[config.mk]
export PLATFORM = sky130hd
export DESIGN_NAME = execUnit
export DESIGN_NICKNAME = d
export VERILOG_FILES = /design/src/design/rvPkg.sv /design/src/design/execUnit.sv
export SDC_FILE = /design/constraint.sdc
export NUM_CORES = 1
export LEC_CHECK = 0
export ABC_CLOCK_PERIOD_IN_PS = 4700
export BUFFER_PORTS_ARGS = -buffer_cell sky130_fd_sc_hd__buf_4
export CAP_MARGIN = 0
export CELL_PAD_IN_SITES_DETAIL_PLACEMENT = 1
export CELL_PAD_IN_SITES_GLOBAL_PLACEMENT = 1
export CORE_AREA = 2 2 179 181
export DETAILED_ROUTE_END_ITERATION = 7
export DIE_AREA = 0 0 181 183
export MAX_ROUTING_LAYER = met4
export PLACE_DENSITY_LB_ADDON = 0.25
export SYNTH_ARGS = -nofsm -noshare
export SYNTH_HDL_FRONTEND = slang
export SYNTH_SLANG_ARGS = --single-unit
[constraint.sdc]
create_clock -name vclk -period 4.7
set_input_delay 0 -clock vclk [all_inputs]
set_output_delay 0 -clock vclk [all_outputs]
set_load 0.02 [all_outputs]
[src/design/rvPkg.sv]
/* rvPkg
   widths, ALU operation codes and the records carried between pipeline stages */
package rvPkg;

	// data path and register index widths
	localparam int xLen = 32;
	localparam int regAddrW = 5;

	typedef logic [xLen-1:0] word_t;
	typedef logic [regAddrW-1:0] regAddr_t;

	// ALU operations, passB feeds the immediate straight through for LUI
	typedef enum logic [2:0] {
		aluAdd,
		aluSub,
		aluAnd,
		aluOr,
		aluXor,
		aluPassB
	} aluOp_t;

	// one request on the shared single-port memory bus
	typedef struct packed {
		word_t addr;
		word_t wdata;
		logic write;
		logic valid;
	} memReq_t;

	// IF/ID contents
	typedef struct packed {
		word_t instr;
		word_t pc;
	} ifIdStage_t;

	// ID/EX contents, control bits first
	typedef struct packed {
		logic regWrite;
		logic memToReg;
		logic memWrite;
		logic aluSrc;
		logic branch;
		logic branchNe;
		logic jump;
		aluOp_t aluOp;
		regAddr_t rs1;
		regAddr_t rs2;
		regAddr_t rd;
		word_t rs1Val;
		word_t rs2Val;
		word_t imm;
		word_t pc;
	} idExStage_t;

	// EX/MEM contents
	typedef struct packed {
		logic regWrite;
		logic memToReg;
		logic memWrite;
		word_t aluOut;
		word_t storeData;
		regAddr_t rd;
	} exMemStage_t;

	// MEM/WB contents
	typedef struct packed {
		logic regWrite;
		logic memToReg;
		word_t aluOut;
		word_t loadData;
		regAddr_t rd;
	} memWbStage_t;

endpackage

[src/design/execUnit.sv]
`timescale 1ns/1ps
/* execUnit
   operand forwarding, ALU, branch compare and branch or jump target */
module execUnit import rvPkg::*; (
	input idExStage_t idEx,
	input exMemStage_t exMem,
	input memWbStage_t memWb,
	output exMemStage_t exOut,
	output logic takeBranch,
	output word_t target
);

	word_t wbVal;
	word_t opA;
	word_t rs2Fwd;
	word_t opB;
	word_t aluOut;
	logic equal;
	logic condMet;

	// value that writeback is about to store
	assign wbVal = memWb.memToReg ? memWb.loadData : memWb.aluOut;

	// newest producer wins with EX/MEM ahead of MEM/WB and x0 never forwarded
	function automatic word_t fwd(input regAddr_t src, input word_t regVal);
		word_t val;
		if (exMem.regWrite && exMem.rd != '0 && exMem.rd == src) begin
			val = exMem.aluOut;
		end else if (memWb.regWrite && memWb.rd != '0 && memWb.rd == src) begin
			val = wbVal;
		end else begin
			val = regVal;
		end
		return val;
	endfunction

	// re-evaluated whenever a later stage changes
	always_comb begin
		opA = fwd(idEx.rs1, idEx.rs1Val);
		rs2Fwd = fwd(idEx.rs2, idEx.rs2Val);
	end

	assign opB = idEx.aluSrc ? idEx.imm : rs2Fwd;

	always_comb begin
		case (idEx.aluOp)
			aluSub: aluOut = opA - opB;
			aluAnd: aluOut = opA & opB;
			aluOr: aluOut = opA | opB;
			aluXor: aluOut = opA ^ opB;
			aluPassB: aluOut = opB;
			default: aluOut = opA + opB;
		endcase
	end

	// BEQ and BNE compare the two forwarded registers
	assign equal = (opA == rs2Fwd);
	assign condMet = idEx.branchNe ? !equal : equal;
	assign takeBranch = idEx.jump | (idEx.branch & condMet);
	assign target = idEx.pc + idEx.imm;

	always_comb begin
		exOut.regWrite = idEx.regWrite;
		exOut.memToReg = idEx.memToReg;
		exOut.memWrite = idEx.memWrite;
		// JAL links pc+4 instead of the ALU result
		exOut.aluOut = idEx.jump ? idEx.pc + 32'd4 : aluOut;
		exOut.storeData = rs2Fwd;
		exOut.rd = idEx.rd;
	end

endmodule

==> Word level (Yosys, flattened, before mapping) <==
Cells that the tools add are included.
{ "classes": {"eq_ne": 10, "order_cmp": 0, "addsub": 4, "mux": 9, "div_mod_pow": 0, "n_bitwise": 5, "n_reduce_logical": 9, "shift": 0, "n_mul": 0} }
{ "ops": {"columns": ["cell", "count"], "rows": [
  ["32-bit two-way mux", 7],
  ["32-bit case mux with 5 select lines", 1],
  ["32-bit adder", 2],
  ["32-bit by 3-bit adder with 32-bit output (second input constant)", 1],
  ["32-bit AND", 1],
  ["32-bit == test", 1],
  ["32-bit bitwise OR", 1],
  ["32-bit subtractor", 1],
  ["32-bit bitwise XOR", 1],
  ["5-bit == test", 4],
  ["5-bit nonzero test", 2],
  ["3-bit by 2-bit == test with 1-bit output (second input constant)", 2],
  ["3-bit == test (second input constant)", 2],
  ["1-bit logical AND", 6],
  ["3-bit by 1-bit == test with 1-bit output (second input constant)", 1],
  ["1-bit AND", 1],
  ["1-bit zero test", 1],
  ["1-bit two-way mux", 1],
  ["1-bit bitwise OR", 1]
]} }
{ "totals": {"latchBits": 0, "n_memories": 0, "regBits": 0, "rom_bits": 0, "elab_cells": 37, "mem_bits_rw": 0, "output_inout_bits": 105} }

==> Depth between registers and ports, before layout <==
{ "depth": {"word_depth": 10, "ltp_mapped": 27, "mapped_depth_nobuf": 24} }

==> Worst setup path after synthesis <==
No wires, ideal clock.
{ "synth_timing": {"path_type": "input -> output", "startpoint": "input exMem[1] in the netlist's numbering", "endpoint": "output exOut[64] in the netlist's numbering", "setup_slack_ns": -0.714, "t_required_ns": 4.700, "stages": 24, "arrival_ns": 5.414, "cell_sequence": "or4_1 > o211a_1 > buf_6 > and2_4 > buf_6 > buf_6 > buf_6 > o21ai_0 > mux2i_1 > and4_4 > nor2b_2 > a21oi_1 > xnor2_1 > ha_1 > a21o_1 > a21o_1 > a21oi_1 > o21ai_0 > a221o_1 > o41a_1 > a311o_1 > xor2_1 > a21oi_1 > a21oi_1"} }
{ "synth_rtl": {"columns": ["item", "line", "text"], "rows": [
  ["from (decl)", "execUnit.sv:6", "input exMemStage_t exMem,"],
  ["to (decl)", "execUnit.sv:8", "output exMemStage_t exOut,"]
]} }

==> flow_summary.toml <==
[placed_design]
placed_area_um2 = 14700
dpl.hpwl_mm = 50.4
routabilityCongestion = 0.955
port-buffer-count = 351

[timing]
rsz0062_at_grt = "true"
slew_headroom = 0.269
setup_viol = 18
final-hold-violation-count = 0
fmax_mhz = 190
fin_crit_ps = 5260
worst_pin_slew_ps = 1100
drv_slew = 0
finalCritPeriodShare = 1.12
fin_ws_ps = -557

[critical_path]
critPathTopFamily = "compound AO/OA/AOI/OAI gates"
slowest_delay_ps = 540
critPathBufInv = 5
arrival_ps = 5260
cp_data_required_time_ps = 4700
setup.worst_path.start_class = "primary input"
cp_common_cell = "a21oi_2"
crit_path_max_fanout = 4
cpMaxStageDelayCell = "or4_4"
path_class = "in2out"
worstSetupEndpointType = "primary output"

[routing]
drc = 0
drt_iter0_drc = 826
wl_mm = 62.6
firstDrtPassIters = 5
ant_nets = 0
num_vias = 13781
wire_per_inst_um = 26.0
viasPerCell = 5.74

[layout]
syn_to_final_growth_pct = 62.4
seq_cell_count = 0
final_area_um2 = 16000
register_area_um2 = 0
nClkBuffers = 0
layout-drive-gt1-share = 0.435
nets = 2426

[pwr]
clockPowerShare = 0
p_per_area_nw_per_um2 = 170
combPwrFrac = 1.000
sw_frac_of_total = 0.535
p_int_w = 0.00127
switching_power_w = 0.00146
fin_total_pwr_w = 0.00273
ir_drop_mv = 0.0822
pwr-share-seq = 0
p_leak_nw = 7.58

[synth]
syn_area_per_cell_um2 = 7.05
yosys_warnings = 0
synthCells = 1400
syn_area_um2 = 9870
yosys.area.top_type_share = 0.162
synth_area_leaders = "ha_1, xnor2_1, mux2i_1"
syn-num-nets = 1826
synth_top_area_cell = "ha_1"
ys_seq_area_frac = 0
synth_cell_type_count = 75

[floorplan]
fp.dieArea_um2 = 33100
core_area_um2 = 31200
start_util = 0.316
die_width_um = 181
die_h_um = 183
boundaryPins = 401
core.rowCount = 65

[global_routing]
antenna_found_initial = 2
grt_use_total = 0.364
grt_overflow_total = 0
grt_max_degree = 84
grt_first_pass_wirelength_mm = 89.4
grt_pass1_vias = 14491

[min_path]
holdPathStages = 0
hold_end = "exOut[0]"
hold_start = "idEx[128]"
min-delay-path-class = "in2out"

[cts]
postCtsHoldBufs = 0

[run_status]
violations = "negative setup slack"
status = "complete, but fails checks"

[run]
drv_cap = 0
==> worst max path at each step <==
stage                  start         to  slack (ps)  cells after the start
finish              exMem[4]  exOut[64]        -560                     27
floorplan           exMem[1]  exOut[64]        -260                     26
global placement    memWb[1]  exOut[64]        -510                     27
CTS                 exMem[4]  exOut[60]        -420                     28
detailed placement  memWb[1]  exOut[62]        -660                     28
global route        memWb[0]  exOut[66]        -770                     26
==> what timing repair did <==
item | in CTS | in global routing
gates resized for setup | 117 | 68
pin swaps | 82 | 40
setup endpoints to repair | 22 | 24
setup buffers | 53 | 23
==> cell families after synthesis <==
logic type                 after synthesis  share of synthesized area
AOI/OAI and AO/OA                      405                      0.273
xor gates and xnor gates               162                      0.144
adders and majority gates              130                      0.166
buffers and inverters                  172                     0.0736
muxes                                  145                      0.155
and+or+nand+nor                        386                      0.189
==> power groups by stage <==
stage	Combinational (W)	Sequential, W	Clock, W
2_1_floorplan	0.00125	0	0
3_3_place_gp	0.00232	0	0
3_5_place_dp	0.00237	0	0
4_1_cts	0.00255	0	0
5_1_grt	0.00289	0	0.0000000000569
6_report	0.00273	0	0.0000000000569
==> routing by layer <==
metal / wire [um] / vias to the layer above / track usage
li1: - / 6251 / -
met1: 24600 / 6751 / 0.411
met2: 30700 / 599 / 0.656
met3: 3680 / 180 / 0.0389
met4: 3560 / 0 / 0.154
met5: 0 / - / -
==> cell usage after synthesis (9+ instances only) <==
| cell type | instances |
|---|---|
| o221ai_1 | 9 |
| o21ai_0 | 114 |
| nor3_1 | 24 |
| buf_4 | 9 |
| inv_1 | 92 |
| nor2_1 | 79 |
| a211oi_1 | 11 |
| ha_1 | 128 |
| xnor2_1 | 116 |
| a31oi_1 | 10 |
| nand2b_1 | 13 |
| and3_1 | 19 |
| clkbuf_1 | 51 |
| nor4_1 | 10 |
| mux2i_1 | 96 |
| mux2_2 | 43 |
| xor2_1 | 46 |
| o22ai_1 | 12 |
| nand3_1 | 43 |
| o21a_1 | 13 |
| nand4_1 | 17 |
| a21oi_1 | 103 |
| o211a_1 | 10 |
| o211ai_1 | 9 |
| a21o_1 | 41 |
| buf_1 | 10 |
| nand2_1 | 131 |
==> area by class of cell <==
type / count / area, um^2
antenna: 2 / 5.00
inverter: 96 / 373
multi-input combinational: 1228 / 9890
tap: 402 / 503
fill: 3912 / 15200
timing repair buffer: 674 / 5270
==> per-stage QoR <==
step                instances   util  setup TNS (ps)  hold WS, ps  setup WS, ps
floorplan                1400      -            -907          113          -262
global placement         2335  0.471           -5470        0.137          -508
detailed placement       2335  0.471           -8000        0.137          -664
CTS                      2387  0.500           -3610        0.137          -421
global route             2402  0.514           -9390       0.0330          -769
finish                   2402  0.514           -5660       0.0262          -557
==> layout by cell type (no fill, tap or decap), types with 8 or more instances in the layout <==
cell type | netlist | layout
o21a_1 | 13 | 13
nor2b_1 | 8 | 8
nand2_1 | 131 | 127
o221ai_1 | 9 | 8
a21oi_4 | 0 | 10
and3_1 | 19 | 15
a211oi_1 | 11 | 10
o21bai_1 | 8 | 8
a21oi_2 | 0 | 22
xor2_1 | 46 | 45
mux2i_2 | 6 | 10
ha_1 | 128 | 126
o21ai_0 | 114 | 91
o21ai_1 | 2 | 13
inv_1 | 92 | 89
o31ai_4 | 6 | 12
mux2i_1 | 96 | 89
nor2_1 | 79 | 77
a21oi_1 | 103 | 71
o211a_1 | 10 | 8
o211ai_1 | 9 | 9
mux2_2 | 43 | 42
nor3_1 | 24 | 17
buf_4 | 9 | 631
nand4_1 | 17 | 17
nand2b_1 | 13 | 13
a21o_1 | 41 | 41
xnor2_1 | 116 | 110
buf_6 | 4 | 37
o21ai_2 | 0 | 10
nand3_1 | 43 | 39
o22ai_1 | 12 | 11
No activity file was read; power rests on OpenSTA's default activity.
