==> src/design/rvPkg.sv <==
/* rvPkg
   widths, ALU operation codes and the records carried between pipeline stages */
package rvPkg;

	// data path and register index widths
	localparam int xLen = 32;
	localparam int regAddrW = 5;

	typedef logic [xLen-1:0] word_t;
	typedef logic [regAddrW-1:0] regAddr_t;

	// ALU operations, passB feeds the immediate straight through for LUI
	typedef enum logic [2:0] {
		aluAdd,
		aluSub,
		aluAnd,
		aluOr,
		aluXor,
		aluPassB
	} aluOp_t;

	// one request on the shared single-port memory bus
	typedef struct packed {
		word_t addr;
		word_t wdata;
		logic write;
		logic valid;
	} memReq_t;

	// IF/ID contents
	typedef struct packed {
		word_t instr;
		word_t pc;
	} ifIdStage_t;

	// ID/EX contents, control bits first
	typedef struct packed {
		logic regWrite;
		logic memToReg;
		logic memWrite;
		logic aluSrc;
		logic branch;
		logic branchNe;
		logic jump;
		aluOp_t aluOp;
		regAddr_t rs1;
		regAddr_t rs2;
		regAddr_t rd;
		word_t rs1Val;
		word_t rs2Val;
		word_t imm;
		word_t pc;
	} idExStage_t;

	// EX/MEM contents
	typedef struct packed {
		logic regWrite;
		logic memToReg;
		logic memWrite;
		word_t aluOut;
		word_t storeData;
		regAddr_t rd;
	} exMemStage_t;

	// MEM/WB contents
	typedef struct packed {
		logic regWrite;
		logic memToReg;
		word_t aluOut;
		word_t loadData;
		regAddr_t rd;
	} memWbStage_t;

endpackage

==> src/design/hazardUnit.sv <==
`timescale 1ns/1ps
/* hazardUnit
   load-use stall, refused-fetch bubble and taken branch flush */
module hazardUnit import rvPkg::*; (
	input ifIdStage_t ifId,
	input idExStage_t idEx,
	input logic fetchGrant,
	input logic takeBranch,
	output logic pcEn,
	output logic ifIdEn,
	output logic ifIdClear,
	output logic idExClear
);

	regAddr_t decRs1;
	regAddr_t decRs2;
	logic loadUse;

	// source fields straight from the instruction in decode
	assign decRs1 = ifId.instr[19:15];
	assign decRs2 = ifId.instr[24:20];

	// load in execute whose result decode wants next cycle
	assign loadUse = idEx.memToReg && idEx.rd != '0 &&
		(idEx.rd == decRs1 || idEx.rd == decRs2);

	// enables are active low, high means hold
	// pc always moves on a redirect, else holds on load-use or a refused fetch
	assign pcEn = takeBranch ? 1'b0 : (loadUse | !fetchGrant);

	// decode waits for the load
	assign ifIdEn = loadUse;

	// flush on redirect, bubble when the fetch lost the bus
	// during load-use the held instruction must survive
	assign ifIdClear = takeBranch | (!fetchGrant & !loadUse);

	// bubble into execute for load-use, flush on redirect
	assign idExClear = takeBranch | loadUse;

endmodule

==> config.mk <==
export PLATFORM = sky130hd
export DESIGN_NAME = hazardUnit
export DESIGN_NICKNAME = d
export VERILOG_FILES = /design/src/design/rvPkg.sv /design/src/design/hazardUnit.sv
export SDC_FILE = /design/constraint.sdc
export NUM_CORES = 1
export LEC_CHECK = 0
export ABC_AREA = 1
export BUFFER_PORTS_ARGS = -buffer_cell sky130_fd_sc_hd__buf_4
export CORE_AREA = 2 2 87 89
export DETAILED_ROUTE_END_ITERATION = 10
export DIE_AREA = 0 0 89 91
export PLACE_DENSITY_LB_ADDON = 0.05
export SYNTH_ARGS = -nofsm -noshare
export SYNTH_HDL_FRONTEND = slang
export SYNTH_SLANG_ARGS = --single-unit
==> constraint.sdc <==
create_clock -name vclk -period 1.35
set_clock_uncertainty 0.2 [all_clocks]
set_input_delay 0.2025 -clock vclk [all_inputs]
set_output_delay 0.2025 -clock vclk [all_outputs]
set_load 0.005 [all_outputs]
Yosys cells after proc, flatten, opt, wreduce, memory -nomap -nowiden
Index checks and enable logic that the tools add are counted.
W data, S select, Z words.
Word-level totals
  input port bits: 219
  output and inout port bits: 4
  register bits after elaboration: 0
  word-level logic and storage cells: 13
Operators by class
  bitwise operators: 4
  equal/unequal tests: 2
  reductions and logical operators: 6
  muxes and demuxes: 1
Operators with widths (number)
  $eq A5 B5 Y1: 2
  $reduce_bool A5 Y1: 1
  $or A1 B1 Y1: 3
  $logic_and A1 B1 Y1: 2
  $logic_not A1 Y1: 2
  $and A1 B1 Y1: 1
  $logic_or A1 B1 Y1: 1
  $mux W1: 1

Longest topological paths before layout
Gate-level depths: netlist of run 1.
  word-level depth: 6
  mapped depth: 9
  depth with buffers taken out: 9

Worst setup path before layout of run 1
No wires, ideal clock.
  kind: in2out
  start point: in idEx[129] in the netlist's numbering
  end point: out pcEn
  slack: 0.216 ns
  arrival: 0.732 ns
  cell stages on the path: 8
  data required time: 0.947 ns
  cell sequence: inv_1 > nand2_1 > nand2_1 > nor2_1 > nand3_1 > nand2_1 > nand2_2 > a21oi_2
Between the ends
  cells in the longest elaborated chain, start to end: 5
RTL lines
  from (decl): line hazardUnit.sv:6  | input idExStage_t idEx,
  $eq A5 B5 Y1 or $reduce_bool A5 Y1 (tied branches): line hazardUnit.sv:25, hazardUnit.sv:24
  $logic_or A1 B1 Y1 or $logic_and A1 B1 Y1 (tied branches): line hazardUnit.sv:25, hazardUnit.sv:24
  $logic_and A1 B1 Y1 *: line hazardUnit.sv:24  | assign loadUse = idEx.memToReg && idEx.rd != '0 &&
  $or A1 B1 Y1 *: line hazardUnit.sv:29  | assign pcEn = takeBranch ? 1'b0 : (loadUse | !fetchGrant);
  $mux W1 *: line hazardUnit.sv:29
  to (decl): line hazardUnit.sv:9  | output logic pcEn,
Mark *: on every way between the ends. The rest lies on a longest branch, timed or not.

Worst setup path after layout of run 1
  start point: in ifId[49] in the netlist's numbering
  end point: out pcEn
Between the ends
  cells in the longest elaborated chain, start to end: 5
RTL lines
  from (decl): line hazardUnit.sv:5  | input ifIdStage_t ifId,
  $eq A5 B5 Y1: line hazardUnit.sv:25  | (idEx.rd == decRs1 || idEx.rd == decRs2);
  $logic_or A1 B1 Y1: line hazardUnit.sv:25
  $logic_and A1 B1 Y1: line hazardUnit.sv:24
  $or A1 B1 Y1: line hazardUnit.sv:29
  $mux W1: line hazardUnit.sv:29
Every way passes these cells.

==> impl_metrics.toml, run 1 <==
[sta]
max_slew_margin_pct = 89.5
worst_slew_pin_slew_ns = 0.156
setup_viol = 4
rsz0062_at_grt = "yes"
period_minus_slack_ns = 1.46
drv_slew = 0
finalHoldViolCount = 0
fmax_mhz = 687
min_period_over_period_pct = 108
layout_setup_ws_ns = -0.106

[global_route]
antenna_found_initial = 0
grt_usage_pct = 2.62
gr-total-overflow = 0
grt_pass1_wl_mm = 1.70
grt_pass1_vias = 384
grt_max_degree = 5

[place]
placed_area_um2 = 543
placed_cells = 180
portBuffers = 22
hpwlAfterDp_mm = 1.06
gp_congestion = 0.671

[worst_setup_path]
crit_fanout = 4
startpoint_type = "input pin"
cp.required_ns = 0.95
cp-end-kind = "output pin"
cpPeakStageDelay_ns = 0.14
crit_slowest_cell = "a21oi_2"
worstPathArrival_ns = 1.05
critPathLaunch = "ifId[49]"
path_cells = "buf_4, inv_1, nand2_1, nand2_2, nor2_2, nand3_1, nand2_1, nand2_2, a21oi_2, buf_4"
path_class = "input pin to output pin"

[finish]
layout_common_cells = "nand2_2, buf_4, nand2_1"
layout_commonest_cell = "nand2_2"
design.seq.count = 0
drive_gt1_share_pct = 73.2
final_cells = 181
fill_cells = 880
diodes = 0
nets = 303
area_growth_pct = 181
final_area_um2 = 672
clock_buffer_count = 0
seq_area_um2 = 0

[power_and_ir_drop]
p_sw_share_pct = 44.5
p_comb_share_pct = 100.0
p_per_area_nw_per_um2 = 250
intPower_mw = 0.0933
finalPower_mw = 0.168
ir_drop_uv = 52.4
seqPwrFrac_pct = 0
switchingPower_mw = 0.0747
p_leak_nw = 0.331
clkPwrFrac_pct = 0

[status]
status = "finished with violations"
violations = "setup timing"

[hold_path]
min-delay-start = "takeBranch"
holdCritPathClass = "input pin to output pin"
hold_depth = 3

[drt]
wire_per_inst_um = 6.46
drt-initial-drc-count = 1
vias = 375
via_per_inst = 2.07
dr.pass1.iters = 2
ant_nets = 0
routed_wl_mm = 1.17
drc = 0

[synthesis]
synth_area_leaders = "nand2_1, inv_1, nor2_1"
syn_area_um2 = 239
syn_nets = 276
yosysUniqueCellTypes = 9
syn_area_per_cell_um2 = 4.19
yosys.area.top_type = "nand2_1"
ys_warn_count = 0
synthCells = 57
yosysSeqAreaShare_pct = 0
netlist.area_leader.share_pct = 40.8

[floorplanning]
ios = 223
std_cell_rows = 31
die_w_um = 89
coreArea_um2 = 7140
die_y_um = 91
die_area_um2 = 8100
start_util_pct = 3.35

[clock_tree]
hold_buffers = 0

[run]
maxCapViolations = 0
area by class of cell:
| type | count | area [µm²] | share of cell area [%] |
|---|---|---|---|
| Multi-Input combinational cell | 41 | 246 | 36.7 |
| Timing Repair Buffer | 25 | 234 | 34.8 |
| Tap cell | 99 | 124 | 18.4 |
| Inverter | 16 | 67.6 | 10.1 |
cell usage after synthesis (all sizes together):
cell,instances
nand3,3
nand2,28
inv,16
a21oi,1
nor3,1
xnor2,2
nor2,6
cell families after synthesis:
kind of cell	synth area share, %
compound gates	3.67
buf+inv	25.1
xor+xnor	7.33
simple gates	63.9
power groups by stage:
stage	Combinational [mW]	Clock, mW	Sequential (mW)
floorplan	0.0482	0	0
global placement	0.130	0	0
CTS	0.140	0	0
finish	0.168	0	0
detailed placement	0.128	0	0
global route	0.186	0	0
layer usage:
metal / track usage, % / vias up / wire, µm
met5: 0 / - / 0
met4: 0 / 0 / 0
met1: 3.05 / 154 / 436
met3: 0.545 / 0 / 98
li1: - / 210 / -
met2: 5.10 / 11 / 635
path summary, 6_finish.rpt:
path	endpoint	slack (ns)
min	pcEn	0.45
max	pcEn	-0.11
worst max-delay path: cells and delay by family:
kind | cells | cell delay [ns]
AO/OA/AOI/OAI | 1 | 0.14
buffers and inverters | 3 | 0.24
AND/OR/NAND/NOR | 6 | 0.47
timing repair:
| item | 4_1_cts | 5_1_grt |
|---|---|---|
| buffers inserted | 1 | 0 |
| pin swaps | 13 | 16 |
| setup endpoints to repair | 4 | 4 |
| resized for setup | 10 | 35 |
through the flow:
| stage | worst slack [ns] | hold slack [ns] | TNS [ns] | util [%] |
|---|---|---|---|---|
| after global routing | -0.189 | 0.459 | -0.646 | 9.41 |
| after detailed placement | -0.178 | 0.455 | -0.490 | 7.61 |
| final | -0.106 | 0.449 | -0.322 | 9.41 |
| after floorplan | 0.216 | 0.223 | 0 | - |
| after CTS | -0.171 | 0.456 | -0.530 | 8.17 |
| after global placement | -0.184 | 0.458 | -0.498 | 7.61 |
No activity file was read; power rests on OpenSTA's default activity.
==> inputs of run 2 (changes only) <==
- MAX_ROUTING_LAYER: unset -> met4
- PLACE_DENSITY: unset -> 0.44
- PLACE_DENSITY_LB_ADDON: 0.05 -> unset
==> impl_metrics.toml, run 2 (synthesis results as in run 1) <==
[status]
violations = "setup timing"
status = "finished with violations"

[drt]
routed_wl_um = 956
vias = 365
drt-initial-drc-count = 10
wire_per_inst_um = 5.31
drc = 0
via_per_inst = 2.03
dr.pass1.iters = 4
ant_nets = 0

[sta]
rsz0062_at_grt = "yes"
fmax_mhz = 708
worst_slew_pin_slew_ns = 0.129
min_period_over_period_pct = 105
finalHoldViolCount = 0
max_slew_margin_pct = 91.4
period_minus_slack_ns = 1.41
setup_viol = 3
drv_slew = 0
layout_setup_ws_ns = -0.0615

[finish]
layout_commonest_cell = "nand2_1"
fill_cells = 863
design.seq.count = 0
final_area_um2 = 612
multi_input_area_um2 = 210
drive_gt1_share_pct = 48.1
area_growth_pct = 156
layout_common_cells = "nand2_1, buf_4, inv_1"
seq_area_um2 = 0
diodes = 0
clock_buffer_count = 0
nets = 302

[power_and_ir_drop]
p_per_area_nw_per_um2 = 230
ir_drop_uv = 74.0
p_leak_nw = 0.332

[worst_setup_path]
crit_fanout = 4
cp_common_cell = "nand2_1"
worstPathArrival_ns = 1.01
path_class = "input pin to output pin"
startpoint_type = "input pin"
cp_top_family = "simple AND/OR/NAND/NOR gates"
crit_buf_inv = 3
path_cells = "buf_8, inv_2, nand2_1, nand2_1, nor2_1, nand3_1, nand2_2, nand2_4, a21oi_2, buf_4"
cp.required_ns = 0.95
crit_slowest_cell = "nor2_1"
cp-end-kind = "output pin"
cpPeakStageDelay_ns = 0.11

[floorplanning]
die_w_um = 89
ios = 223
std_cell_rows = 31
die_area_um2 = 8100
die_y_um = 91
start_util_pct = 3.35
coreArea_um2 = 7140

[global_route]
grt_pass1_vias = 324
grt_pass1_wl_mm = 1.46
grt_max_degree = 5
grt_usage_pct = 2.28
antenna_found_initial = 0
gr-total-overflow = 0

[clock_tree]
cts_post_setup_buffers_inserted = 0

[run]
maxCapViolations = 0

[hold_path]
whs_endpoint = "pcEn"
hold_depth = 3
min-delay-start = "takeBranch"
holdCritPathClass = "input pin to output pin"

[place]
portBuffers = 22
placed_area_um2 = 543
place_ws_ns = -0.158
hpwlAfterDp_um = 884
gp_congestion = 0.638
## run 2: cell count changes in the layout (fill, tap and decap cells not counted), sizes merged
cell,before,now
buf,25,24
## run 2: worst min-delay path, delay by kind of cell
| kind | cells | cell delay (ns) |
|---|---|---|
| AO/OA/AOI/OAI | 1 | 0.03 |
| buffers and inverters | 2 | 0.21 |
## run 2: final cells by class
class / count / area share (%)
timing repair buffer: 24 / 35.6
multi-input combinational: 41 / 34.4
inverter: 16 / 9.82
tap: 99 / 20.2
## run 2: routing by layer
metal | wire length (µm) | GRT usage [%] | up-vias
li1 | - | - | 208
met1 | 530 | 3.92 | 140
met2 | 390 | 3.11 | 17
met3 | 34 | 0 | 0
met4 | 0 | 0 | 0
met5 | 0 | - | -
## run 2: worst max-delay path by stage
stage | end | slack (ns) | cells past startpoint | from
after floorplan | pcEn | 0.22 | 8 | idEx[129]
final | pcEn | -0.06 | 10 | idEx[131]
after CTS | pcEn | -0.13 | 9 | ifId[52]
after detailed placement | pcEn | -0.16 | 9 | idEx[128]
after global routing | ifIdClear | -0.15 | 11 | idEx[131]
after global placement | ifIdClear | -0.15 | 11 | idEx[129]
## run 2: metrics by stage
step                      hold slack (ns)  total power [mW]  setup TNS, ns  std cells  utilization, %
after floorplan                     0.223            0.0482              0         57               -
final                               0.442             0.141         -0.127        180            8.57
after detailed placement            0.446             0.122         -0.515        180            7.61
after CTS                           0.446             0.134         -0.349        180            8.20
after global placement              0.442             0.121         -0.486        180            7.61
after global routing                0.453             0.156         -0.464        180            8.57
## run 2: report_power, final
group          switching [mW]  leakage (nW)  internal, mW
Combinational          0.0596         0.332        0.0813
Sequential                  0             0             0
Clock                       0             0             0
## run 2: timing repair
item                                    4_1_cts  5_1_grt
gates resized for setup                      13        8
pin swaps                                    15       12
endpoints found under the setup margin        4        4
hold buffers                                  0        0
