`config.mk`:
```
export PLATFORM = sky130hd
export DESIGN_NAME = decodeUnit
export DESIGN_NICKNAME = d
export VERILOG_FILES = /design/src/design/rvPkg.sv /design/src/design/decodeUnit.sv
export SDC_FILE = /design/constraint.sdc
export NUM_CORES = 2
export LEC_CHECK = 0
export ABC_AREA = 0
export BUFFER_PORTS_ARGS = -buffer_cell sky130_fd_sc_hd__buf_2
export CORE_MARGIN = 3
export CORE_UTILIZATION = 39
export CTS_CLUSTER_DIAMETER = 60
export DETAILED_ROUTE_END_ITERATION = 16
export GPL_ROUTABILITY_DRIVEN = 0
export PLACE_DENSITY = 0.64
export SYNTH_ARGS = -nofsm -noshare
export SYNTH_HDL_FRONTEND = slang
export SYNTH_SLANG_ARGS = --single-unit
```
`constraint.sdc`:
```
create_clock -name clk -period 2.2 [get_ports clk]
set_input_delay 0 -clock clk [delete_from_list [all_inputs] [get_ports clk]]
set_output_delay 0 -clock clk [all_outputs]
set_load 0.005 [all_outputs]
```
`src/design/rvPkg.sv`:
```
/* rvPkg
   widths, ALU operation codes and the records carried between pipeline stages */
package rvPkg;

	// data path and register index widths
	localparam int xLen = 32;
	localparam int regAddrW = 5;

	typedef logic [xLen-1:0] word_t;
	typedef logic [regAddrW-1:0] regAddr_t;

	// ALU operations, passB feeds the immediate straight through for LUI
	typedef enum logic [2:0] {
		aluAdd,
		aluSub,
		aluAnd,
		aluOr,
		aluXor,
		aluPassB
	} aluOp_t;

	// one request on the shared single-port memory bus
	typedef struct packed {
		word_t addr;
		word_t wdata;
		logic write;
		logic valid;
	} memReq_t;

	// IF/ID contents
	typedef struct packed {
		word_t instr;
		word_t pc;
	} ifIdStage_t;

	// ID/EX contents, control bits first
	typedef struct packed {
		logic regWrite;
		logic memToReg;
		logic memWrite;
		logic aluSrc;
		logic branch;
		logic branchNe;
		logic jump;
		aluOp_t aluOp;
		regAddr_t rs1;
		regAddr_t rs2;
		regAddr_t rd;
		word_t rs1Val;
		word_t rs2Val;
		word_t imm;
		word_t pc;
	} idExStage_t;

	// EX/MEM contents
	typedef struct packed {
		logic regWrite;
		logic memToReg;
		logic memWrite;
		word_t aluOut;
		word_t storeData;
		regAddr_t rd;
	} exMemStage_t;

	// MEM/WB contents
	typedef struct packed {
		logic regWrite;
		logic memToReg;
		word_t aluOut;
		word_t loadData;
		regAddr_t rd;
	} memWbStage_t;

endpackage

```
`src/design/decodeUnit.sv`:
```
`timescale 1ns/1ps
/* decodeUnit
   register file with write-through and the RV32I subset decoder */
module decodeUnit import rvPkg::*; (
	input logic clk,
	input logic reset,
	input ifIdStage_t ifId,
	input logic wbWe,
	input regAddr_t wbRd,
	input word_t wbData,
	output idExStage_t idOut
);

	// major opcodes of the supported subset
	localparam logic [6:0] opReg = 7'b0110011;
	localparam logic [6:0] opImm = 7'b0010011;
	localparam logic [6:0] opLui = 7'b0110111;
	localparam logic [6:0] opLoad = 7'b0000011;
	localparam logic [6:0] opStore = 7'b0100011;
	localparam logic [6:0] opBranch = 7'b1100011;
	localparam logic [6:0] opJal = 7'b1101111;

	// x0 has no storage
	word_t regs [1:31];
	word_t instr;
	logic [6:0] opcode;
	logic [2:0] funct3;
	logic [6:0] funct7;
	regAddr_t rs1;
	regAddr_t rs2;
	regAddr_t rd;
	word_t immI;
	word_t immS;
	word_t immB;
	word_t immU;
	word_t immJ;

	assign instr = ifId.instr;
	assign opcode = instr[6:0];
	assign rd = instr[11:7];
	assign funct3 = instr[14:12];
	assign rs1 = instr[19:15];
	assign rs2 = instr[24:20];
	assign funct7 = instr[31:25];

	// immediates, all sign extended from bit 31
	assign immI = {{20{instr[31]}}, instr[31:20]};
	assign immS = {{20{instr[31]}}, instr[31:25], instr[11:7]};
	assign immB = {{19{instr[31]}}, instr[31], instr[7], instr[30:25], instr[11:8], 1'b0};
	assign immU = {instr[31:12], 12'b0};
	assign immJ = {{11{instr[31]}}, instr[31], instr[19:12], instr[20], instr[30:21], 1'b0};

	// write port from writeback, writes to x0 are dropped
	always_ff @(posedge clk or negedge reset) begin
		if (!reset) begin
			for (int i = 1; i < 32; i++) begin
				regs[i] <= '0;
			end
		end else if (wbWe && wbRd != '0) begin
			regs[wbRd] <= wbData;
		end
	end

	// read port, a same cycle writeback goes straight through
	function automatic word_t readReg(input regAddr_t addr);
		word_t val;
		if (addr == '0) begin
			val = '0;
		end else if (wbWe && addr == wbRd) begin
			val = wbData;
		end else begin
			val = regs[addr];
		end
		return val;
	endfunction

	always_comb begin
		// unknown encodings leave every control bit low, a no-op
		idOut = '0;
		idOut.aluOp = aluAdd;
		idOut.rs1 = rs1;
		idOut.rs2 = rs2;
		idOut.rd = rd;
		idOut.rs1Val = readReg(rs1);
		idOut.rs2Val = readReg(rs2);
		idOut.pc = ifId.pc;
		case (opcode)
			opReg: begin
				idOut.regWrite = 1'b1;
				case ({funct7, funct3})
					{7'b0000000, 3'b000}: idOut.aluOp = aluAdd;
					{7'b0100000, 3'b000}: idOut.aluOp = aluSub;
					{7'b0000000, 3'b111}: idOut.aluOp = aluAnd;
					{7'b0000000, 3'b110}: idOut.aluOp = aluOr;
					{7'b0000000, 3'b100}: idOut.aluOp = aluXor;
					default: idOut.regWrite = 1'b0;
				endcase
			end
			opImm: begin
				// ADDI only
				idOut.regWrite = (funct3 == 3'b000);
				idOut.aluSrc = 1'b1;
				idOut.imm = immI;
			end
			opLui: begin
				idOut.regWrite = 1'b1;
				idOut.aluSrc = 1'b1;
				idOut.aluOp = aluPassB;
				idOut.imm = immU;
			end
			opLoad: begin
				// word loads only
				idOut.regWrite = (funct3 == 3'b010);
				idOut.memToReg = (funct3 == 3'b010);
				idOut.aluSrc = 1'b1;
				idOut.imm = immI;
			end
			opStore: begin
				idOut.memWrite = (funct3 == 3'b010);
				idOut.aluSrc = 1'b1;
				idOut.imm = immS;
			end
			opBranch: begin
				// BEQ is funct3 000, BNE is 001
				idOut.branch = (funct3[2:1] == 2'b00);
				idOut.branchNe = (funct3 == 3'b001);
				idOut.imm = immB;
			end
			opJal: begin
				idOut.regWrite = 1'b1;
				idOut.jump = 1'b1;
				idOut.imm = immJ;
			end
			default: begin
				idOut.imm = '0;
			end
		endcase
	end

endmodule

```
Yosys cells after proc, flatten, opt, wreduce, memory -nomap -nowiden
Index checks and enable logic that the tools add are counted.
{"block": "totals", "in_bits": 104, "word_cells": 90, "output_inout_bits": 153, "reg_bits": 992}
{"block": "classes", "n_eq_ne": 15, "mux": 23, "n_lt_le_gt_ge": 4, "n_reduce_logical": 14, "bitwise_logic": 3}
{"cell": "$bwmux 992", "count": 1}
{"cell": "$bmux 32 s5", "count": 2}
{"cell": "$mux 32", "count": 9}
{"cell": "$demux 32 s5", "count": 1}
{"cell": "$pmux 32 s5", "count": 1}
{"cell": "$eq 10x3->1 const B", "count": 3}
{"cell": "$eq 7x6->1 const B", "count": 3}
{"cell": "$ge 6x6->1 const B", "count": 3}
{"cell": "$not 5->6", "count": 3}
{"cell": "$eq 7x7->1 const B", "count": 2}
{"cell": "$pmux 3 s4", "count": 1}
{"cell": "$eq 10x9->1 const B", "count": 1}
{"cell": "$eq 5x5->1", "count": 2}
{"cell": "$logic_not 10->1", "count": 1}
{"cell": "$logic_not 5->1", "count": 2}
{"cell": "$eq 7x2->1 const B", "count": 1}
{"cell": "$eq 7x5->1 const B", "count": 1}
{"cell": "$lt 6x1->1 const B", "count": 1}
{"cell": "$pmux 3 s2", "count": 1}
{"cell": "$mux 1", "count": 5}
{"cell": "$reduce_bool 5->1", "count": 1}
{"cell": "$reduce_or 5->1", "count": 1}
{"cell": "$logic_and 1x1->1", "count": 4}
{"cell": "$pmux 1 s4", "count": 1}
{"cell": "7 further kinds", "count": 8}

Logic depth before layout (Yosys ltp)
{"block": "depth", "word_depth": 6, "ltp_mapped": 9}

Worst setup path before layout
No wires, ideal clock.
{"block": "synth_timing", "path_kind": "in2out", "start": "in ifId[52] (netlist name)", "end": "out idOut[66] (netlist name)", "stages": 8, "t_arrival_ns": 1.641, "slack_ns": 0.559, "required_time_ns": 2.200, "path_cell_list": "buf_4 > buf_4 > buf_2 > mux2_2 > a221oi_1 > nor2_1 > nor4_1 > a21oi_1"}
{"item": "from (decl)", "line": "decodeUnit.sv:7", "source": "input ifIdStage_t ifId,"}
{"item": "to (decl)", "line": "decodeUnit.sv:11", "source": "output idExStage_t idOut"}

==> flow_summary.yaml <==
routing:
  drc: 0
  detail_route.wl_per_cell_um: 32.5
  routed-via-count: 38400
  routed_via_density: 6.38
  drt_wl_total_mm: 195
  firstDrtPassIters: 5
  first_iter_violations: 4163
  ant_nets: 0
timing:
  max_freq_mhz: 381
  fin_skew_ps: 0
  rsz0062_at_grt: "true"
  layout_setup_ws_ps: -424
  hold_viol: 0
  finalSetupViolations: 64
  min_period_ps: 2620
  min_period_over_period_pct: 119
  tightest_slew_ps: 871
  maxSlewViolCount: 0
  max_slew_margin_pct: 41.8
logic_synthesis:
  synthesis.area_mm2: 0.0546
  yosysSeqAreaShare_pct: 45.5
  synth.area.mux_share_pct: 41.7
  yosys_warnings: 0
  yosysTopAreaCell: "dfrtp_1"
  synth-compound-area-share_pct: 5.59
  ys.flop_type: "dfrtp_1"
  synth.area.top_cells: "dfrtp_1, mux2_2, mux4_2"
  synth_top_area_share_pct: 45.5
  synthXorXnorAreaFrac_pct: 0.176
  synth_cell_type_count: 56
  synth-simple-area-share_pct: 2.93
  synthArstFlopShare_pct: 100
  yosys.area_share.adder_pct: 0
  synth-edff-count: 0
  ys_seq_elements: 992
  synth_top_family_by_area: "multiplexers"
  avgSynthCellArea_um2: 14.4
  syn_inst: 3797
  synth_nets: 3901
layout:
  synthToLayoutAreaGrowth_pct: 19.9
  final_common_cell: "mux2_2"
  multi_input_area_mm2: 0.0287
  seqCellArea_mm2: 0.0248
  regMostFlops: "regs"
  drive_gt1_share_pct: 59.6
  fin_util_pct: 47.4
  layout_common_cells: "mux2_2, dfrtp_1, mux4_2"
  reg.largest.list: "regs (992)"
  fillers: 12000
  largest_reg_flops: 992
  layout.cells.non_filler: 6020
  fin_nets: 4167
status:
  status: "complete, but fails checks"
  failed_checks: "negative setup slack"
clocking:
  cts_sinks: 992
  clk_pin_slew_ps: 60
  clk_latency_ps: 710
  clockRootBuffer: "clkbuf_16"
  cts_tree: "built"
  cts_made_buffers: 108
  clockBufferDepth: 3
  cts-htree-levels: 3
floorplan:
  fp.coreArea_mm2: 0.138
  die_x_um: 380
  ios: 257
  die_area_mm2: 0.144
  die_h_um: 380
  start_util_pct: 39.5
  row_count: 136
place:
  io_buffers: 192
  dpl.cell_count: 5739
  dp_hpwl_mm: 122
power:
  p_comb_share_pct: 23.4
  cellLeakagePower_nw: 28.3
  swShare_pct: 27.9
  seqPwrFrac_pct: 43.2
  power_density_mw_per_mm2: 863
  intPower_w: 0.0407
  switching_power_w: 0.0158
  irDropWorstVdd_mv: 0.700
  finalPower_w: 0.0565
  p_clk_share_pct: 33.3
worst_setup_path:
  cp_cell_sequence: "mux4_2, mux4_2, nand3_2, o221ai_2, buf_6, buf_6"
  critPathMaxStageDelay_ps: 540
  cp_data_arrival_time_ps: 2620
  worst-setup-path-type: "reg -> out"
  cp_max_fo: 2
  startpoint_type: "flip-flop"
  cp_data_required_time_ps: 2200
  critical-path-slowest-cell: "mux4_2"
  setup.worst_path.end_class: "output port"
run:
  drv_cap: 0
global_route:
  grt_max_degree: 90
  grt_overflow: 0
  grt_pass1_vias: 38900
  antenna_found_initial: 13
  grt_pass1_wl_mm: 282
  track_usage_pct: 26.6
hold_path:
  worst_hold_path_type: "in -> out"
-- power by group through the flow --
stage / Clock [W] / Sequential (W) / Combinational [W]
6_report: 0.0188 / 0.0244 / 0.0132
5_1_grt: 0.0199 / 0.0248 / 0.0140
4_1_cts: 0.0191 / 0.0243 / 0.0130
3_5_place_dp: 0 / 0.0246 / 0.0122
3_3_place_gp: 0 / 0.0244 / 0.0120
2_1_floorplan: 0 / 0.0237 / 0.00878
-- per-layer routing --
| layer | track usage [%] | up-vias | share of wire (%) | routed length (um) |
|---|---|---|---|---|
| met5 | 0.694 | - | 0.076 | 149 |
| met4 | 12.6 | 4 | 4.8 | 9380 |
| met3 | 6.30 | 501 | 9.5 | 18500 |
| met2 | 40.6 | 2049 | 46 | 89000 |
| met1 | 35.7 | 20700 | 40 | 78400 |
| li1 | - | 15200 | - | - |
-- metrics by stage --
step / cell area, um2 / hold slack, ps / setup WS [ps] / TNS, ps
after floorplan: 54600 / -296 / 559 / 0
after global placement: 60000 / -43.8 / -203 / -1150
after detailed placement: 60000 / -42.3 / -197 / -1040
after CTS: 65100 / 0.0346 / -471 / -16690
after global routing: 65500 / 0.00769 / -477 / -18700
final: 65500 / 0.00142 / -424 / -14360
-- Yosys cell counts, types with 12 or more instances --
cell,n
mux2_2,1067
dfrtp_1,992
mux4_2,443
clkbuf_1,204
buf_2,100
nor2_1,84
buf_4,81
mux2i_1,78
a22oi_1,72
nand2_1,68
buf_1,60
a221oi_1,50
o22ai_1,49
nand3_1,45
a21oi_1,37
a21o_1,35
o21ai_0,32
nor2b_1,30
nor3_1,24
a22o_1,18
o211ai_1,16
o21a_1,16
o221ai_1,16
o31a_1,16
and2_1,15
nor4_1,14
a211oi_1,12
a32o_1,12
nand2b_1,12
-- final timing paths --
path                       slack, ps  depth (start not counted)       from         end
max                             -420                          6  regs[659]  idOut[115]
min                            0.001                          0   ifId[17]   idOut[17]
max reg2reg                     1280                          2  regs[958]   regs[958]
min reg2reg                      520                          1   regs[63]    regs[63]
max in group asynchronous        840                          3      reset   regs[368]
min in group asynchronous         70                          3      reset   regs[257]
-- repair_timing --
action	CTS	global route
setup buffers	46	15
pin swaps	130	51
hold buffers	32	0
endpoints found under the setup margin	64	64
resized for setup	187	50
endpoints found under the hold margin	1898	0
-- critical path, delay by kind of cell, from the launching register on --
kind / cells / cell delay [ps]
multiplexers: 2 / 1040
flip-flops: 1 / 380
buffers and inverters: 2 / 280
AND/OR/NAND/NOR: 1 / 100
AO/OA/AOI/OAI: 1 / 100
-- kinds of logic (layout without fill, tap and decap cells) --
| logic type | Yosys count | in the layout |
|---|---|---|
| and+or+nand+nor | 325 | 325 |
| DFF | 992 | 992 |
| xor gates and xnor gates | 11 | 11 |
| muxes | 1588 | 1588 |
| other | 0 | 5 |
| buffers and inverters | 464 | 819 |
| AOI/OAI and AO/OA | 417 | 417 |
-- cell type report --
| type | count | area share, % |
|---|---|---|
| multi-input combinational | 2341 | 43.9 |
| antenna | 5 | 0.0191 |
| clock buffer | 160 | 4.89 |
| inverter | 10 | 0.0592 |
| clock inverter | 39 | 0.711 |
| sequential | 992 | 37.9 |
| timing repair buffer | 610 | 8.98 |
| tap | 1863 | 3.56 |
Power figures use the tool's default switching activity.
