File: config.mk
export PLATFORM = sky130hd
export DESIGN_NAME = memArbiter
export DESIGN_NICKNAME = d
export VERILOG_FILES = /design/src/design/rvPkg.sv /design/src/design/memArbiter.sv
export SDC_FILE = /design/constraint.sdc
export NUM_CORES = 1
export LEC_CHECK = 0
export BUFFER_PORTS_ARGS = -buffer_cell sky130_fd_sc_hd__buf_4
export CAP_MARGIN = 20
export CELL_PAD_IN_SITES_DETAIL_PLACEMENT = 1
export CELL_PAD_IN_SITES_GLOBAL_PLACEMENT = 2
export CORE_ASPECT_RATIO = 0.5
export CORE_MARGIN = 3
export CORE_UTILIZATION = 10
export DETAILED_ROUTE_END_ITERATION = 16
export GPL_TIMING_DRIVEN = 0
export PLACE_DENSITY = 0.88
export SETUP_SLACK_MARGIN = 0.2
export SLEW_MARGIN = 20
export SYNTH_ARGS = -nofsm -noshare
export SYNTH_HDL_FRONTEND = slang
export SYNTH_SLANG_ARGS = --single-unit
File: constraint.sdc
create_clock -name vclk -period 1.2
set_input_delay 0.12 -clock vclk [all_inputs]
set_output_delay 0.12 -clock vclk [all_outputs]
set_load 0.05 [all_outputs]
File: src/design/rvPkg.sv
/* rvPkg
   widths, ALU operation codes and the records carried between pipeline stages */
package rvPkg;

	// data path and register index widths
	localparam int xLen = 32;
	localparam int regAddrW = 5;

	typedef logic [xLen-1:0] word_t;
	typedef logic [regAddrW-1:0] regAddr_t;

	// ALU operations, passB feeds the immediate straight through for LUI
	typedef enum logic [2:0] {
		aluAdd,
		aluSub,
		aluAnd,
		aluOr,
		aluXor,
		aluPassB
	} aluOp_t;

	// one request on the shared single-port memory bus
	typedef struct packed {
		word_t addr;
		word_t wdata;
		logic write;
		logic valid;
	} memReq_t;

	// IF/ID contents
	typedef struct packed {
		word_t instr;
		word_t pc;
	} ifIdStage_t;

	// ID/EX contents, control bits first
	typedef struct packed {
		logic regWrite;
		logic memToReg;
		logic memWrite;
		logic aluSrc;
		logic branch;
		logic branchNe;
		logic jump;
		aluOp_t aluOp;
		regAddr_t rs1;
		regAddr_t rs2;
		regAddr_t rd;
		word_t rs1Val;
		word_t rs2Val;
		word_t imm;
		word_t pc;
	} idExStage_t;

	// EX/MEM contents
	typedef struct packed {
		logic regWrite;
		logic memToReg;
		logic memWrite;
		word_t aluOut;
		word_t storeData;
		regAddr_t rd;
	} exMemStage_t;

	// MEM/WB contents
	typedef struct packed {
		logic regWrite;
		logic memToReg;
		word_t aluOut;
		word_t loadData;
		regAddr_t rd;
	} memWbStage_t;

endpackage

File: src/design/memArbiter.sv
`timescale 1ns/1ps
/* memArbiter
   fixed priority share of the memory bus, data access ahead of fetch */
module memArbiter import rvPkg::*; (
	input memReq_t fetchReq,
	input memReq_t dataReq,
	output logic fetchGrant,
	output word_t memAddr,
	output word_t memWdata,
	output logic memWe
);

	memReq_t busReq;

	// a load or store in the memory stage takes the bus
	// fetch only gets it on cycles with no data access
	assign fetchGrant = !dataReq.valid;

	// winning request
	assign busReq = dataReq.valid ? dataReq : fetchReq;

	// drive the external bus from the winner
	assign memAddr = busReq.addr;
	assign memWdata = busReq.wdata;
	// write strobe only for a live request
	assign memWe = busReq.valid & busReq.write;

endmodule

* Yosys cells after proc, flatten, opt, wreduce, memory -nomap -nowiden
Cells that the tools add are included.
** Word-level totals
- Flip-flop bits (word level) :: 0
- Output and inout bits :: 66
- Bits of input ports :: 132
- Word-level logic and storage cells :: 3
** Cells by class
- Muxes and demuxes :: 1
- Reduce and logical (&&, ||, !) cells :: 1
- Bitwise operators :: 1
** Operators with widths (count)
- 66-bit 2-to-1 mux :: 1
- 1-bit bitwise AND :: 1
- 1-bit logical NOT :: 1

* Depth between registers and ports, before layout
Gate-level depths: netlist of the first run.
- Word-level depth :: 2
- Gate-level depth with buffers :: 4
- Mapped depth without buffers :: 2

* Least setup slack after synthesis of the first run
OpenSTA, ideal clock, no wires.
- Path type :: input -> output
- Start :: in dataReq[0] in the netlist's numbering
- End :: out memWe
- Cell stages on the path :: 3
- Path slack :: -405 ps
- Data arrival time :: 1485 ps
- Cell sequence :: buf_6 buf_6 o21ai_0
** On the way
- Longest elaborated chain between the ends :: 2
** Ends and longest elaborated chain
- start, declared :: line memArbiter.sv:6 : input memReq_t dataReq,
- 66-bit 2-to-1 mux :: line memArbiter.sv:20 : assign busReq = dataReq.valid ? dataReq : fetchReq;
- 1-bit bitwise AND :: line memArbiter.sv:26 : assign memWe = busReq.valid & busReq.write;
- end, declared :: line memArbiter.sv:10 : output logic memWe
No other way between the ends.

* Worst setup path in the final report of the first run
- Start :: in dataReq[0] in the netlist's numbering
- End :: out memAddr[27]
** On the way
- Longest elaborated chain between the ends :: 1
** Ends and longest elaborated chain
- 66-bit 2-to-1 mux :: line memArbiter.sv:20
- end, declared :: line memArbiter.sv:8 : output word_t memAddr,
No other way between the ends.

==> impl_metrics.tcl, run 1 <==
set metrics [dict create \
    grt_setup_unrepaired "yes" \
    io_pins 198 \
    placed_area_sq_um 2490 \
    setup_slack_ns 0.198 \
    synth_nets 207 \
    dr.max_layer_used "met4" \
    drt-initial-drc-count 36 \
    switching_power_w 0.000896 \
    die-height_um 72.0 \
    seq_cells 0 \
    antenna_found_initial 0 \
    grt_pass1_vias 1650 \
    grt_start_max_net_pins 12 \
    vias 1406 \
    synth_mux_area_share_pct 91.2 \
    grt_overflow_total 0 \
    avgViaCountPerCell 3.61 \
    diodes 0 \
    status "complete, no violations" \
    fin_crit_sh_pct 83.5 \
    p_clk_share_pct 0 \
    worst-path-buf-inv 3 \
    wl_met2_mm 4.29 \
    dr_wl_met3_um 103 \
    area_growth_pct 219 \
    track_usage_pct 11.8 \
    power.density_nw_per_um2 607 \
    p_leak_nw 1.46 \
    finish.utilization_pct 33.8 \
    power_frac_comb_pct 100.0 \
    wire_per_inst_um 17.1 \
    avgSynthCellArea_sq_um 11.6 \
    ant_nets 0 \
    synthAdderAreaFrac_pct 0 \
    worst_ep_required_time_ns 1.08 \
    power.share.switching_pct 53.1 \
    fin_hold_ws_ns 0.594 \
    holdBufCountCts 0 \
    holdCritPathClass "in -> out" \
    final_layout_size_suffix_gt1_share_pct 98.9 \
    fin_tns_setup_ns 0 \
    place_hpwl_mm 5.96 \
    p_seq_share_pct 0 \
    setup_viol 0 \
    vdd_drop_max_mv 0.220 \
    initial_core_util_pct 10.6 \
    num_rows 23 \
    post-route-drc-count 0 \
    fin_crit_ns 1.00 \
    cpMaxStageDelayCell "mux2_2" \
    yosys.area_share.xor_xnor_pct 0 \
    cp_top_family "buffers and inverters" \
    syn-cell-area_sq_um 872 \
    crit_path_start_kind "input pin" \
    dpl_worst_slack_ns 0.114 \
    nets 412 \
    drv_cap 0 \
    core_sq_um 8230 \
    cp_max_fo 7 \
    finalMaxSlewViolations 0 \
    port_buffers 197 \
    layout_commonest_cell "buf_4" \
    synth_cell_type_count 8 \
    max_freq_mhz 998 \
    critical_path.cell_chain "buf_16, buf_8, mux2_2, buf_6" \
    final_cell_area_sq_um 2780 \
    grt_pass1_wl_mm 9.57 \
    synth-simple-area-share_pct 0.861 \
    drt-total-wl_mm 6.67 \
    nClkBuffers 0 \
    met1_length_mm 2.20 \
    yosysWarnings 0 \
    chipWidth_um 138 \
    seq_area_frac_synth_pct 0 \
    hold_viol 0 \
    end_kind "primary output" \
    crit_type "in -> out" \
    cp.arrival_ns 0.88 \
    gp_congestion 0.816 \
    worst_pin_slew_ns 0.163 \
    die-area_sq_um 9950 \
    critPathMaxStageDelay_ns 0.35 \
    synth_compound_area_share_pct 0.574 \
    syn_inst 75 \
    p_int_w 0.000791 \
    regArea_sq_um 0 \
    synth_top_family_by_area "multiplexers" \
    final_cell_mix "174 x buf_4, 42 x mux2_2, 25 x buf_6, 22 x mux2_4, 4 x buf_8" \
    slew_headroom_pct 89.2 \
    drtPass1Iterations 3 \
]
[power groups by stage]
stage	registers, W	clock network [W]	logic, W
2_1_floorplan	0	0	0.000927
4_1_cts	0	0	0.00165
6_report	0	0	0.00169
3_3_place_gp	0	0	0.00154
5_1_grt	0	0	0.00176
3_5_place_dp	0	0	0.00156
[metrics by stage]
| stage | total power [W] | cells |
|---|---|---|
| final | 0.00169 | 390 |
| after global routing | 0.00176 | 390 |
| after CTS | 0.00165 | 386 |
| after detailed placement | 0.00156 | 384 |
| after global placement | 0.00154 | 384 |
| after floorplan | 0.000927 | 75 |
[worst paths after layout]
kind / from / to / slack, ns / depth (start not counted)
setup / recovery: dataReq[0] / memAddr[27] / 0.20 / 4
hold / removal: dataReq[62] / memAddr[28] / 0.59 / 3
[final cells by class]
type	count	area [sq um]
Fill cell	962	5450
Multi-Input combinational cell	67	820
Timing Repair Buffer	203	1710
Tap cell	112	140
Inverter	1	3.75
Buffer	7	105
[layer usage]
| metal | global-route usage (%) | vias up |
|---|---|---|
| li1 | - | 691 |
| met1 | 12.6 | 687 |
| met2 | 26.5 | 22 |
| met3 | 0.724 | 6 |
| met4 | 0.876 | 0 |
| met5 | 0 | - |
[logic make-up (layout without fill, tap and decap cells)]
logic type | after synthesis | count (layout)
AO/OA/AOI/OAI | 1 | 1
buffers and inverters | 8 | 211
multiplexers | 64 | 64
AND/OR/NAND/NOR | 2 | 2
[synth_stat cells]
cell | number | area, sq um
inv_1 | 1 | 3.75
mux2_2 | 37 | 417
buf_2 | 3 | 15.0
buf_6 | 4 | 45.0
mux2_1 | 7 | 78.8
mux2_4 | 20 | 300
o21ai_0 | 1 | 5.00
nand2_1 | 2 | 7.51
[what timing repair did]
action,in CTS,in global routing
cloned,1,3
setup endpoints to repair,57,19
resized for setup,35,10
pin swaps,0,1
buffers inserted,1,1
Note: power is estimated with default switching activity, not from simulation.
==> run 2: changes to the inputs <==
- ABC_AREA: unset -> 1
- PLACE_DENSITY: 0.88 -> 0.95
- clock period: 1.2 -> 1 ns (I/O delays scaled with it)
==> impl_metrics.tcl, run 2 <==
set metrics [dict create \
    end_kind "primary output" \
    endpoint "memWdata[13]" \
    drt-total-wl_mm 8.82 \
    power.share.switching_pct 54.5 \
    power_frac_comb_pct 100.0 \
    synth_nets 342 \
    io_pins 198 \
    layout_commonest_cell "buf_4" \
    slew_headroom_pct 90.4 \
    synth-simple-area-share_pct 86.3 \
    power.density_nw_per_um2 703 \
    synth_common_cells "194 x nand2_1, 7 x buf_4, 4 x buf_6" \
    p_clk_share_pct 0 \
    syn-cell-area_sq_um 850 \
    cp.arrival_ns 0.83 \
    p_leak_nw 1.98 \
    synthAdderAreaFrac_pct 0 \
    initial_core_util_pct 10.5 \
    grt_setup_unrepaired "yes" \
    fin_crit_ns 0.934 \
    vias 2115 \
    finalNonFillerCells 528 \
    fin_crit_sh_pct 93.4 \
    fin_hold_ws_ns 0.522 \
    cp_max_fo 5 \
    p_int_w 0.00115 \
    post-route-drc-count 0 \
    die-area_sq_um 9700 \
    final_layout_size_suffix_gt1_share_pct 80.0 \
    chipWidth_um 136 \
    holdCritPathClass "in -> out" \
    synth_mux_area_share_pct 0 \
    core_sq_um 8120 \
    placed_cells 520 \
    setup_viol 0 \
    holdBufCountCts 0 \
    p_seq_share_pct 0 \
    port_buffers 198 \
    antenna_found_initial 0 \
    synth_top_family_by_area "simple AND/OR/NAND/NOR gates" \
    synthTopCellsByArea "nand2_1 86%, buf_4 6.2%, buf_6 5.3%" \
    crit_type "in -> out" \
    diodes 0 \
    grt_start_max_net_pins 11 \
    worst_ep_required_time_ns 0.90 \
    synth_compound_area_share_pct 0 \
    avgSynthCellArea_sq_um 4.05 \
    grt_overflow_total 0 \
    crit_path_start_kind "input pin" \
    status "complete, no violations" \
    drtPass1Iterations 4 \
    drt-initial-drc-count 54 \
    regArea_sq_um 0 \
    nets 550 \
    startpoint "dataReq[0]" \
    synth_top_area_cell "nand2_1" \
    gp_congestion 0.760 \
    hold_viol 0 \
    syn_inst 210 \
    track_usage_pct 15.0 \
    seq_area_frac_synth_pct 0 \
    avgViaCountPerCell 4.01 \
    num_rows 23 \
    yosys.area_share.xor_xnor_pct 0 \
    place_hpwl_mm 6.22 \
    max_freq_mhz 1070 \
    nClkBuffers 0 \
    switching_power_w 0.00139 \
    yosys.area.top_type_share_pct 85.7 \
    die-height_um 71.2 \
    worst_pin_slew_ns 0.145 \
    grt_pass1_vias 2175 \
    wire_per_inst_um 16.7 \
    synth_cell_type_count 6 \
    finalMaxSlewViolations 0 \
    yosysMostFrequentCell "nand2_1" \
    drv_cap 0 \
    fin_tns_setup_ns 0 \
    grt_pass1_wl_mm 11.6 \
    yosysWarnings 0 \
    area_growth_pct 325 \
    ant_nets 0 \
    vdd_drop_max_mv 0.176 \
    seq_cells 0 \
    final_cell_mix "135 x buf_4, 84 x nand2_2, 83 x nand2_1, 64 x buf_8, 27 x nand2_4" \
]
## run 2: cell count changes in the layout (fill, tap and decap cells not counted), sizes merged
cell | before | now
clkinv | 0 | 1
o21ai | 1 | 0
inv | 1 | 0
buf | 207 | 215
mux2 | 64 | 0
nand3 | 0 | 1
clkbuf | 3 | 5
nand2 | 2 | 194
## run 2: power groups by stage
| stage | combinational, W | clock, W | sequential, W |
|---|---|---|---|
| finish | 0.00254 | 0 | 0 |
| CTS | 0.00229 | 0 | 0 |
| global placement | 0.00190 | 0 | 0 |
| floorplan | 0.00111 | 0 | 0 |
| detailed placement | 0.00192 | 0 | 0 |
| global route | 0.00265 | 0 | 0 |
## run 2: metal layers
metal	track usage, %	up-vias	share of wire (%)
met4	2.68	0	1.8
met3	0.781	12	2.2
met1	16.0	1031	33
met5	0	-	0
li1	-	1033	-
met2	32.3	39	63
## run 2: worst min path at each step
stage            startpoint      endpoint  slack, ns  cells after the start
4_1_cts        fetchReq[35]    memAddr[1]       0.53                      4
3_3_place_gp   fetchReq[12]  memWdata[10]       0.55                      4
3_5_place_dp    fetchReq[5]   memWdata[3]       0.56                      4
6_report       fetchReq[37]    memAddr[3]       0.52                      4
5_1_grt        fetchReq[43]    memAddr[9]       0.54                      4
2_1_floorplan   dataReq[64]   memAddr[30]       0.42                      2
## run 2: logic make-up after synthesis
logic type | Yosys count
simple gates | 195
buf+inv | 15
## run 2: final cells by class
class	count	area, sq um
fill	990	4500
inverter	1	16.3
buffer	14	185
tap	112	140
multi-input combinational	195	1150
timing repair buffer	206	2120
## run 2: worst max-delay path, cell delays in order
cell and delay [ns]:
buf_12 0.11, clkinv_8 0.06, buf_12 0.12, buf_8 0.14
nand2_2 0.07, nand2_2 0.08, buf_8 0.15
## run 2: what timing repair did
item	CTS	global route
cloned	2	4
setup buffers	1	1
pin swaps	5	12
resized for setup	135	103
setup endpoints to repair	66	65
## run 2: stage by stage
| step | util (%) | instance area [sq um] | setup slack [ns] | power [W] |
|---|---|---|---|---|
| finish | 44.5 | 3610 | 0.0660 | 0.00254 |
| global route | 44.5 | 3610 | 0.0291 | 0.00265 |
| CTS | 38.7 | 3140 | 0.0761 | 0.00229 |
| detailed placement | 32.1 | 2610 | -0.0527 | 0.00192 |
| global placement | 32.1 | 2610 | -0.0460 | 0.00190 |
| floorplan | - | 980 | 0.109 | 0.00111 |
==> run 3: changes to the inputs <==
- SETUP_SLACK_MARGIN: 0.2 -> unset
==> impl_metrics.tcl, run 3 (synthesis results as in run 2) <==
set metrics [dict create \
    layout_commonest_cell "nand2_1" \
    slew_headroom_pct 86.6 \
    fin_tns_setup_ns 0 \
    cp.arrival_ns 0.85 \
    io_pins 198 \
    post-route-drc-count 0 \
    hold_depth 4 \
    chipWidth_um 136 \
    vdd_drop_max_mv 0.161 \
    finish.utilization_pct 34.7 \
    p_int_w 0.000847 \
    die-height_um 71.2 \
    nets 549 \
    power_frac_comb_pct 100.0 \
    initial_core_util_pct 10.5 \
    num_rows 23 \
    cp_max_fo 5 \
    port_buffers 198 \
    max_freq_mhz 1060 \
    finalMaxSlewViolations 0 \
    core_sq_um 8120 \
    placed_area_sq_um 2480 \
    final_cell_area_sq_um 2810 \
    fin_crit_ns 0.948 \
    grt_overflow_total 0 \
    fin_crit_sh_pct 94.8 \
    final_layout_size_suffix_gt1_share_pct 53.5 \
    critPathMaxStageDelay_ns 0.19 \
    critical_path.cell_chain "buf_6, inv_8, buf_12, clkbuf_16, nand2_1, nand2_1, buf_4" \
    nClkBuffers 0 \
    drt-total-wl_mm 7.29 \
    antenna_found_initial 0 \
    cp_top_family "buffers and inverters" \
    worst-path-buf-inv 5 \
    fillers 1075 \
    hold_viol 0 \
    status "complete, no violations" \
    switching_power_w 0.00117 \
    p_leak_nw 1.74 \
    p_seq_share_pct 0 \
    drtPass1Iterations 4 \
    crit_type "in -> out" \
    gp_congestion 0.767 \
    vias 1928 \
    track_usage_pct 13.1 \
    crit_path_start_kind "input pin" \
    drt-initial-drc-count 89 \
    grt_pass1_vias 1961 \
    min-delay-start "fetchReq[22]" \
    wire_per_inst_um 13.8 \
    end_kind "primary output" \
    die-area_sq_um 9700 \
    regArea_sq_um 0 \
    grt_start_max_net_pins 11 \
    multiInputGateArea_sq_um 738 \
    cpMaxStageDelayCell "buf_4" \
    critPathMostFrequentCell "nand2_1" \
    power.density_nw_per_um2 716 \
    grt_pass1_wl_mm 10.3 \
    drv_cap 0 \
    ant_nets 0 \
    hold_end "memWdata[20]" \
    cp.depth 7 \
    worst_ep_required_time_ns 0.90 \
    holdBufCountCts 0 \
    place_hpwl_mm 6.03 \
    setup_viol 0 \
    worst_pin_slew_ns 0.201 \
    holdCritPathClass "in -> out" \
    startpoint "dataReq[0]" \
    avgViaCountPerCell 3.66 \
    power.share.switching_pct 57.9 \
    seq_cells 0 \
    diodes 0 \
    area_growth_pct 231 \
    final_cell_mix "192 x nand2_1, 172 x buf_4, 32 x buf_6, 6 x buf_8, 6 x clkbuf_16" \
    p_clk_share_pct 0 \
]
[run 3: cell types whose count changed in the layout (fill, tap and decap cells not counted), sizes merged]
cell and delta:
buf -3, clkbuf +2, clkinv -1, inv +1
[run 3: how the worst max path moves through the flow]
stage,end
final,memWdata[15]
after global routing,memWdata[14]
after CTS,memWdata[21]
after detailed placement,memAddr[19]
after global placement,memAddr[19]
after floorplan,memAddr[21]
[run 3: layer usage]
layer / track usage [%] / share of wire [%] / wire length, um
met5: 0 / 0 / 0
met3: 0.568 / 2.3 / 169
met1: 15.4 / 39 / 2840
met2: 27.6 / 58 / 4250
met4: 0.447 / 0.40 / 29
[run 3: what timing repair did]
item / CTS / global route
gates cloned: 0 / 6
gates resized for setup: 20 / 31
setup endpoints to repair: 41 / 59
pin swaps: 0 / 1
hold endpoints to repair: 0 / 0
setup buffers: 0 / 1
[run 3: area by class of cell]
cell class	instances	area share (%)
repair buffers	205	62.3
plain buffers	14	6.09
multi-input cells	195	26.2
inverters	1	0.400
well taps	112	4.98
[run 3: power groups by stage]
| stage | clock [W] | combinational [W] | sequential, W |
|---|---|---|---|
| after floorplan | 0 | 0.00104 | 0 |
| after global placement | 0 | 0.00183 | 0 |
| after detailed placement | 0 | 0.00185 | 0 |
| after CTS | 0 | 0.00190 | 0 |
| after global routing | 0 | 0.00213 | 0 |
| final | 0 | 0.00201 | 0 |
[run 3: metrics by stage]
step	setup WS (ns)	hold slack (ns)	instances	power, W
6_report	0.0522	0.531	527	0.00201
5_1_grt	-0.00679	0.548	527	0.00213
4_1_cts	-0.0163	0.541	520	0.00190
3_5_place_dp	-0.0960	0.550	520	0.00185
3_3_place_gp	-0.0822	0.546	520	0.00183
2_1_floorplan	0.0109	0.445	210	0.00104
[run 3: tightest hold or removal path, cell delays in order]
cell and delay (ns):
buf_4 0.07, nand2_1 0.04, nand2_1 0.06, buf_6 0.15
